$ cat src/cpu_pkg.sv
`default_nettype none

package cpu_pkg;

  // one data and address word on the bus
  typedef logic [31:0] word_t;

  // instruction layout: opcode in [31:28], operand address in [27:0]
  typedef enum logic [3:0] {
    op_nop   = 4'd0,
    op_load  = 4'd1,
    op_add   = 4'd2,
    op_store = 4'd3,
    op_jump  = 4'd4,
    op_halt  = 4'd5
  } opcode_e;

  typedef enum logic [1:0] {
    kind_fetch = 2'd0,  // instruction read
    kind_read  = 2'd1,  // data read
    kind_write = 2'd2
  } txn_kind_e;

  typedef enum logic [1:0] {
    st_idle  = 2'd0,
    st_fetch = 2'd1,
    st_exec  = 2'd2,
    st_halt  = 2'd3
  } core_state_e;

  localparam int table_depth = 32;  // entries in the transaction table
  localparam int index_w     = 5;   // width of a table index
  localparam int count_w     = 16;  // width of the matched transaction counter

endpackage

`default_nettype wire

$ cat src/txn_table.sv
`timescale 1ns/1ps
`default_nettype none

module txn_table import cpu_pkg::*; (
  input  logic             clk,
  input  logic             reset,
  input  logic             load_en,
  input  logic [index_w-1:0] load_index,
  input  txn_kind_e        load_kind,
  input  word_t            load_addr,
  input  word_t            load_data,
  input  logic             count_en,
  input  logic [index_w:0] load_count,
  input  txn_kind_e        lookup_kind,
  input  word_t            lookup_addr,
  output logic             hit,
  output word_t            hit_data
);

  txn_kind_e        entry_kind [table_depth];
  word_t            entry_addr [table_depth];
  word_t            entry_data [table_depth];
  logic [index_w:0] valid_count;  // entries below this index take part in lookups

  // entry storage, written one entry per strobe
  always_ff @(posedge clk) begin
    if (load_en) begin
      entry_kind[load_index] <= load_kind;
      entry_addr[load_index] <= load_addr;
      entry_data[load_index] <= load_data;
    end
  end

  always_ff @(posedge clk) begin
    if (reset) begin
      valid_count <= '0;
    end else if (count_en) begin
      valid_count <= load_count;
    end
  end

  // Scanning upward and stopping at the first match gives the lowest index
  // priority when the same kind and address was loaded more than once.
  always_comb begin
    hit      = 1'b0;
    hit_data = '0;
    for (int i = 0; i < table_depth; i++) begin
      if (!hit && (i < int'(valid_count))) begin
        if ((entry_kind[i] == lookup_kind) && (entry_addr[i] == lookup_addr)) begin
          hit      = 1'b1;
          hit_data = entry_data[i];
        end
      end
    end
  end

  // an entry strobed in must land inside the table
  assert_load_index : assert property (
    @(posedge clk) disable iff (reset)
    load_en |-> (int'(load_index) < table_depth)
  ) else $error("txn_table: load_index %0d out of range", load_index);

  // a valid count past the table end would make lookups read unloaded entries
  assert_load_count : assert property (
    @(posedge clk) disable iff (reset)
    count_en |-> (int'(load_count) <= table_depth)
  ) else $error("txn_table: load_count %0d exceeds table depth", load_count);

endmodule

`default_nettype wire

$ cat src/mock_mmu.sv
`timescale 1ns/1ps
`default_nettype none

module mock_mmu import cpu_pkg::*; (
  input  logic               clk,
  input  logic               reset,
  input  logic               cfg_en,
  input  word_t              cfg_boot_addr,
  input  word_t              cfg_boot_opcode,
  input  logic               read_en,
  input  logic               fetch,
  input  logic               write_en,
  input  word_t              addr,
  input  word_t              wdata,
  input  logic               hit,
  input  word_t              hit_data,
  output txn_kind_e          lookup_kind,
  output word_t              lookup_addr,
  output word_t              rdata,
  output logic               miss,
  output logic [count_w-1:0] txn_count
);

  word_t boot_addr;
  word_t boot_opcode;
  logic  access;
  logic  boot_hit;

  always_ff @(posedge clk) begin
    if (reset) begin
      boot_addr   <= '0;
      boot_opcode <= '0;
    end else if (cfg_en) begin
      boot_addr   <= cfg_boot_addr;
      boot_opcode <= cfg_boot_opcode;
    end
  end

  assign access   = read_en || write_en;
  assign boot_hit = read_en && (addr == boot_addr);  // boot word bypasses the table

  assign lookup_kind = write_en ? kind_write : (fetch ? kind_fetch : kind_read);
  assign lookup_addr = addr;

  always_comb begin
    rdata = '0;
    if (read_en) begin
      if (boot_hit) begin
        rdata = boot_opcode;
      end else if (hit) begin
        rdata = hit_data;
      end else if (fetch) begin
        rdata = addr;  // decodes as a nop since high bits of small addresses are zero
      end
    end
  end

  assign miss = access && !boot_hit && !hit;

  always_ff @(posedge clk) begin
    if (reset) begin
      txn_count <= '0;
    end else if (access && !boot_hit && hit) begin
      txn_count <= txn_count + 1'b1;
    end
  end

  // the fetch qualifier only makes sense on a read cycle
  assert_fetch_read : assert property (
    @(posedge clk) disable iff (reset)
    fetch |-> read_en
  ) else $error("mock_mmu: fetch without read_en at addr %h", addr);

  // the core must present settled store data whenever it writes
  assert_wdata_known : assert property (
    @(posedge clk) disable iff (reset)
    write_en |-> !$isunknown(wdata)
  ) else $error("mock_mmu: unknown write data at addr %h", addr);

endmodule

`default_nettype wire

$ cat src/cpu_core.sv
`timescale 1ns/1ps
`default_nettype none

module cpu_core import cpu_pkg::*; (
  input  logic  clk,
  input  logic  reset,
  input  logic  start,
  input  word_t rdata,
  output logic  read_en,
  output logic  fetch,
  output logic  write_en,
  output word_t addr,
  output word_t wdata,
  output logic  halted,
  output word_t acc
);

  core_state_e state;
  word_t       pc;
  word_t       ir;
  opcode_e     op;
  word_t       operand;

  assign op      = opcode_e'(ir[31:28]);
  assign operand = {4'd0, ir[27:0]};  // operand address is zero extended
  assign halted  = (state == st_halt);

  // bus requests follow directly from the state and the decoded instruction
  always_comb begin
    read_en  = 1'b0;
    fetch    = 1'b0;
    write_en = 1'b0;
    addr     = pc;
    wdata    = acc;
    case (state)
      st_fetch: begin
        read_en = 1'b1;
        fetch   = 1'b1;
      end
      st_exec: begin
        case (op)
          op_load, op_add: begin
            read_en = 1'b1;
            addr    = operand;
          end
          op_store: begin
            write_en = 1'b1;
            addr     = operand;
          end
          default: begin
            addr = pc;
          end
        endcase
      end
      default: begin
        addr = pc;
      end
    endcase
  end

  // instruction register is captured at the end of every fetch cycle
  always_ff @(posedge clk) begin
    if (state == st_fetch) begin
      ir <= rdata;
    end
  end

  always_ff @(posedge clk) begin
    if (reset) begin
      state <= st_idle;
      pc    <= '0;
      acc   <= '0;
    end else begin
      case (state)
        st_idle: begin
          if (start) begin
            state <= st_fetch;
            pc    <= '0;
          end
        end
        st_fetch: begin
          state <= st_exec;
        end
        st_exec: begin
          state <= st_fetch;
          pc    <= pc + 32'd1;  // nop and unknown opcodes only do this
          case (op)
            op_load: acc <= rdata;
            op_add:  acc <= acc + rdata;  // wraps at 32 bits
            op_jump: pc <= operand;
            op_halt: begin
              state <= st_halt;
              pc    <= pc;
            end
            default: begin
              acc <= acc;
            end
          endcase
        end
        default: begin
          state <= st_halt;  // only st_halt lands here, left by reset alone
        end
      endcase
    end
  end

  // the bus has a single direction per cycle
  assert_no_read_write : assert property (
    @(posedge clk) disable iff (reset)
    !(read_en && write_en)
  ) else $error("cpu_core: read_en and write_en high together at addr %h", addr);

endmodule

`default_nettype wire

$ cat src/cpu_system_top.sv
`timescale 1ns/1ps
`default_nettype none

module cpu_system_top import cpu_pkg::*; (
  input  logic               clk,
  input  logic               reset,
  input  logic               load_en,
  input  logic [index_w-1:0] load_index,
  input  txn_kind_e          load_kind,
  input  word_t              load_addr,
  input  word_t              load_data,
  input  logic               count_en,
  input  logic [index_w:0]   load_count,
  input  logic               cfg_en,
  input  word_t              cfg_boot_addr,
  input  word_t              cfg_boot_opcode,
  input  logic               start,
  output logic               halted,
  output word_t              acc,
  output logic               write_seen,
  output word_t              addr_out,
  output word_t              data_out,
  output logic               miss,
  output logic [count_w-1:0] txn_count
);

  logic      read_en;
  logic      fetch;
  logic      write_en;
  word_t     addr;
  word_t     wdata;
  word_t     rdata;
  txn_kind_e lookup_kind;
  word_t     lookup_addr;
  logic      hit;
  word_t     hit_data;

  // the write strobe and its address and data are visible outside for checking
  assign write_seen = write_en;
  assign addr_out   = addr;
  assign data_out   = wdata;

  cpu_core core_i (
    .clk      (clk),
    .reset    (reset),
    .start    (start),
    .rdata    (rdata),
    .read_en  (read_en),
    .fetch    (fetch),
    .write_en (write_en),
    .addr     (addr),
    .wdata    (wdata),
    .halted   (halted),
    .acc      (acc)
  );

  mock_mmu mmu_i (
    .clk             (clk),
    .reset           (reset),
    .cfg_en          (cfg_en),
    .cfg_boot_addr   (cfg_boot_addr),
    .cfg_boot_opcode (cfg_boot_opcode),
    .read_en         (read_en),
    .fetch           (fetch),
    .write_en        (write_en),
    .addr            (addr),
    .wdata           (wdata),
    .hit             (hit),
    .hit_data        (hit_data),
    .lookup_kind     (lookup_kind),
    .lookup_addr     (lookup_addr),
    .rdata           (rdata),
    .miss            (miss),
    .txn_count       (txn_count)
  );

  txn_table table_i (
    .clk         (clk),
    .reset       (reset),
    .load_en     (load_en),
    .load_index  (load_index),
    .load_kind   (load_kind),
    .load_addr   (load_addr),
    .load_data   (load_data),
    .count_en    (count_en),
    .load_count  (load_count),
    .lookup_kind (lookup_kind),
    .lookup_addr (lookup_addr),
    .hit         (hit),
    .hit_data    (hit_data)
  );

endmodule

`default_nettype wire

$ cat config.mk
export PLATFORM = sky130hd
export DESIGN_NAME = cpu_system_top
export DESIGN_NICKNAME = d
export VERILOG_FILES = /design/src/cpu_pkg.sv /design/src/txn_table.sv /design/src/mock_mmu.sv /design/src/cpu_core.sv /design/src/cpu_system_top.sv
export SDC_FILE = /design/constraint.sdc
export NUM_CORES = 2
export LEC_CHECK = 0
export ABC_AREA = 1
export ABC_CLOCK_PERIOD_IN_PS = 8400
export BUFFER_PORTS_ARGS = -buffer_cell sky130_fd_sc_hd__buf_2
export CELL_PAD_IN_SITES_DETAIL_PLACEMENT = 1
export CELL_PAD_IN_SITES_GLOBAL_PLACEMENT = 2
export CORE_ASPECT_RATIO = 0.75
export CORE_MARGIN = 3
export CORE_UTILIZATION = 42
export DETAILED_ROUTE_END_ITERATION = 7
export PLACE_DENSITY_LB_ADDON = 0.12
export SETUP_SLACK_MARGIN = 0.15
export SLEW_MARGIN = 20
export SYNTH_ARGS = -nofsm -noshare
export SYNTH_HDL_FRONTEND = slang
export SYNTH_HIERARCHICAL = 1
export SYNTH_SLANG_ARGS = --single-unit
$ cat constraint.sdc
create_clock -name clk -period 8.4 [get_ports clk]
set_input_delay 1.26 -clock clk [delete_from_list [all_inputs] [get_ports clk]]
set_output_delay 1.26 -clock clk [all_outputs]
set_load 0.02 [all_outputs]
==> flow_metrics.py <==
metrics = {
    "cts": {
        "cts_buffers": 241,
        "cts-root-buf": "clkbuf_16",
        "h-tree-depth": 4,
        "ctsHoldBuffers": 0,
        "cts_tree": "built",
        "cts_sinks": 2296,
        "clk_path_buf_depth": 4,
        "clk_pin_slew_ns": 0.06,
        "clk_latency_ns": 0.95,
    },
    "worst_hold_path": {
        "hp-class": "reg2reg",
    },
    "detailed_routing": {
        "route.met2.wl_um": 190000,
        "drtIter0Drc": 10995,
        "firstDrtPassIters": 6,
        "wl_per_cell_um": 29.0,
        "vias": 84175,
        "wl_met3_um": 41700,
        "wl_met1_um": 186000,
        "drt.antenna.violating_nets": 0,
        "wirelength_um": 435000,
        "viasPerCell": 5.61,
        "drcViolationCount": 0,
        "topRoutingLayerUsed": "met5",
    },
    "logic_synthesis": {
        "async_flop_share": 0,
        "postSynthCellCount": 10502,
        "post-synth-top-count-cell": "nand2_1",
        "netlist_top_cells_area": "edfxtp_1, nand2_1, inv_1, xnor2_1, nor2_1",
        "synth_area_leader_cell": "edfxtp_1",
        "ys_ff_latch": 2296,
        "synthDistinctLibCells": 63,
        "seq_area_frac_synth": 0.630,
        "netlist.area_leader.share": 0.602,
        "yosys_warnings": 6,
        "synth_area_mm2": 0.107,
        "ys.flop_type": "edfxtp_1",
        "syn_avg_cell_area_um2": 10.2,
        "synth_edf_count": 2144,
        "syn-num-nets": 10688,
        "yosys-top-cells-count": "nand2_1, edfxtp_1, inv_1",
    },
    "power": {
        "swShare": 0.237,
        "p_seq_frac": 0.509,
        "leakagePower_nw": 51.1,
        "p_per_area_mw_per_mm2": 194,
        "peakVddDrop_uv": 195,
        "power.internal_mw": 19.2,
        "power_frac_clock": 0.428,
        "total_power_mw": 25.1,
        "comb_power_share": 0.062,
        "p_sw_mw": 5.95,
    },
    "global_routing": {
        "overflow": 0,
        "grt_max_degree": 81,
        "grtUsageTotal": 0.321,
        "antenna_found_initial": 41,
        "grt_first_pass_wirelength_um": 606000,
        "grt_pass1_vias": 82854,
    },
    "critical_path": {
        "r2r_slack_ns": 0.49,
        "start_kind": "flop",
        "crit_fanout": 34,
        "required_ns": 7.14,
        "crit_type": "reg2out",
        "end_kind": "output port",
        "arrival_ns": 6.81,
    },
    "run_status": {
        "outcome": "finished clean",
    },
    "die": {
        "core_area_mm2": 0.252,
        "io-pin-count": 262,
        "dieArea_mm2": 0.261,
        "die_w_um": 589,
        "start_util": 0.425,
        "fp-row-count": 159,
        "fp.dieH_um": 443,
    },
    "sta": {
        "maxSlewViolCount": 0,
        "skew_ns": 0.0730,
        "finalHoldViolations": 0,
        "fmax_mhz": 124,
        "rsz0062_at_grt": "yes",
        "finalSetupViolations": 0,
        "fin_crit_ns": 8.07,
        "relSlewSlack": 0.215,
        "fin_ws_ns": 0.328,
        "tns_ns": 0,
        "tightest_slew_ns": 1.18,
        "min_period_over_period": 0.961,
    },
    "cells_and_area": {
        "fin_area_mm2": 0.129,
        "fin_nets": 11607,
        "final_cells": 15012,
        "drive_gt1_frac": 0.177,
        "syn_to_final_growth_pct": 20.8,
        "fill_cells": 27248,
    },
    "placement": {
        "dpl_worst_slack_ns": -0.472,
        "postPlaceCellArea_mm2": 0.118,
        "port-buffer-count": 261,
        "place.gp.congestion": 0.947,
        "hpwl_um": 294000,
        "dp_cells": 14422,
    },
    "job": {
        "cap_violations": 0,
    },
}
worst paths after layout:
| kind | startpoint | end | cells after the start |
|---|---|---|---|
| max | core_i/state[0] | miss | 27 |
| min | mmu_i/boot_addr[13] | mmu_i/boot_addr[13] | 2 |
| max reg2reg | core_i/state[0] | core_i/acc[30] | 55 |
| min reg2reg | mmu_i/boot_addr[13] | mmu_i/boot_addr[13] | 2 |
cell families after synthesis:
kind of cell,Yosys count,synth area share
buffers and inverters,1895,0.0708
AO/OA/AOI/OAI,957,0.0523
AND/OR/NAND/NOR,4650,0.187
flip-flops,2296,0.630
XOR/XNOR,665,0.0545
adder cells (fa/ha/maj),39,0.00463
power by group through the flow:
stage	Clock, mW	Sequential, mW	Combinational [mW]
finish	10.8	12.8	1.57
detailed placement	0	13.0	1.47
CTS	10.9	12.8	1.49
floorplan	0	13.0	0.580
global route	11.4	12.8	1.62
global placement	0	13.0	1.44
cell usage in the layout, fill, tap and decap left out, types with 65 or more instances in the layout:
| master | synthesis | layout |
|---|---|---|
| a21oi_1 | 166 | 143 |
| nand4_1 | 349 | 349 |
| dfxtp_1 | 152 | 151 |
| nor4_1 | 87 | 73 |
| inv_1 | 1299 | 1289 |
| nor2_1 | 922 | 829 |
| xor2_1 | 202 | 198 |
| buf_4 | 82 | 755 |
| o21ai_0 | 443 | 413 |
| nand2_1 | 2663 | 2572 |
| buf_12 | 0 | 125 |
| nand2_2 | 3 | 85 |
| xnor2_1 | 463 | 461 |
| nand3_1 | 337 | 317 |
| nand3b_1 | 134 | 134 |
| o22ai_1 | 81 | 80 |
| buf_2 | 99 | 255 |
| clkbuf_16 | 0 | 254 |
| nor2_4 | 9 | 65 |
| edfxtp_1 | 2144 | 2144 |
routing by layer:
| layer | track usage | vias up |
|---|---|---|
| met4 | 0.110 | 8 |
| li1 | - | 36819 |
| met5 | 0 | - |
| met3 | 0.0543 | 764 |
| met2 | 0.484 | 3908 |
| met1 | 0.468 | 42676 |
worst max-delay path: stages (launching register included):
cell and delay (ns):
dfxtp_2 0.33, inv_1 0.08, ha_2 0.20, nand2_2 0.08
nor2_4 0.15, buf_12 0.14, buf_6 0.12, buf_16 0.14
o21ai_4 0.07, buf_12 0.15, inv_4 0.08, buf_4 0.17
buf_4 0.20, buf_6 0.22, o21ai_0 0.10, a221oi_1 0.21
nand2_1 0.08, nor4b_1 0.61, nand4_1 0.38, nor4_2 0.80
buf_12 0.30, inv_1 0.16, nand4_4 0.16, or2_4 0.16
buf_6 0.22, buf_8 0.25, nor2_1 0.10, buf_4 0.16
stage by stage:
step / hold WS, ns / util
finish: 0.477 / 0.513
global placement: 0.457 / 0.469
global route: 0.501 / 0.513
floorplan: 0.444 / -
CTS: 0.480 / 0.503
detailed placement: 0.471 / 0.469
timing repair:
item                                    in CTS  in global routing
pin swaps                                   21                 92
endpoints found under the setup margin      31                 31
cloned                                       2                 16
resized for setup                           98                367
buffers inserted                            32                 83
final cells by class:
type                            instances  area, µm²  area share
Timing Repair Buffer                 1217      10700      0.0829
Inverter                             1351       5100      0.0395
Multi-Input combinational cell       6314      34000       0.263
Antenna cell                           14       35.0    0.000271
Clock buffer                          297       6360      0.0492
Sequential cell                      2296      67400       0.522
Tap cell                             3381       4230      0.0327
Clock inverter                        142       1310      0.0101
registers in the layout, summed over array words and instances, names as in the netlist:
| signal | cells |
|---|---|
| table_i/entry_addr | 1024 |
| table_i/entry_data | 1024 |
| table_i/entry_kind | 64 |
| core_i/acc | 32 |
| core_i/ir | 32 |
| core_i/pc | 32 |
| mmu_i/boot_addr | 32 |
| mmu_i/boot_opcode | 32 |
| mmu_i/txn_count | 16 |
| table_i/valid_count | 6 |
| core_i/state | 2 |
Note: power is estimated with default switching activity, not from simulation.
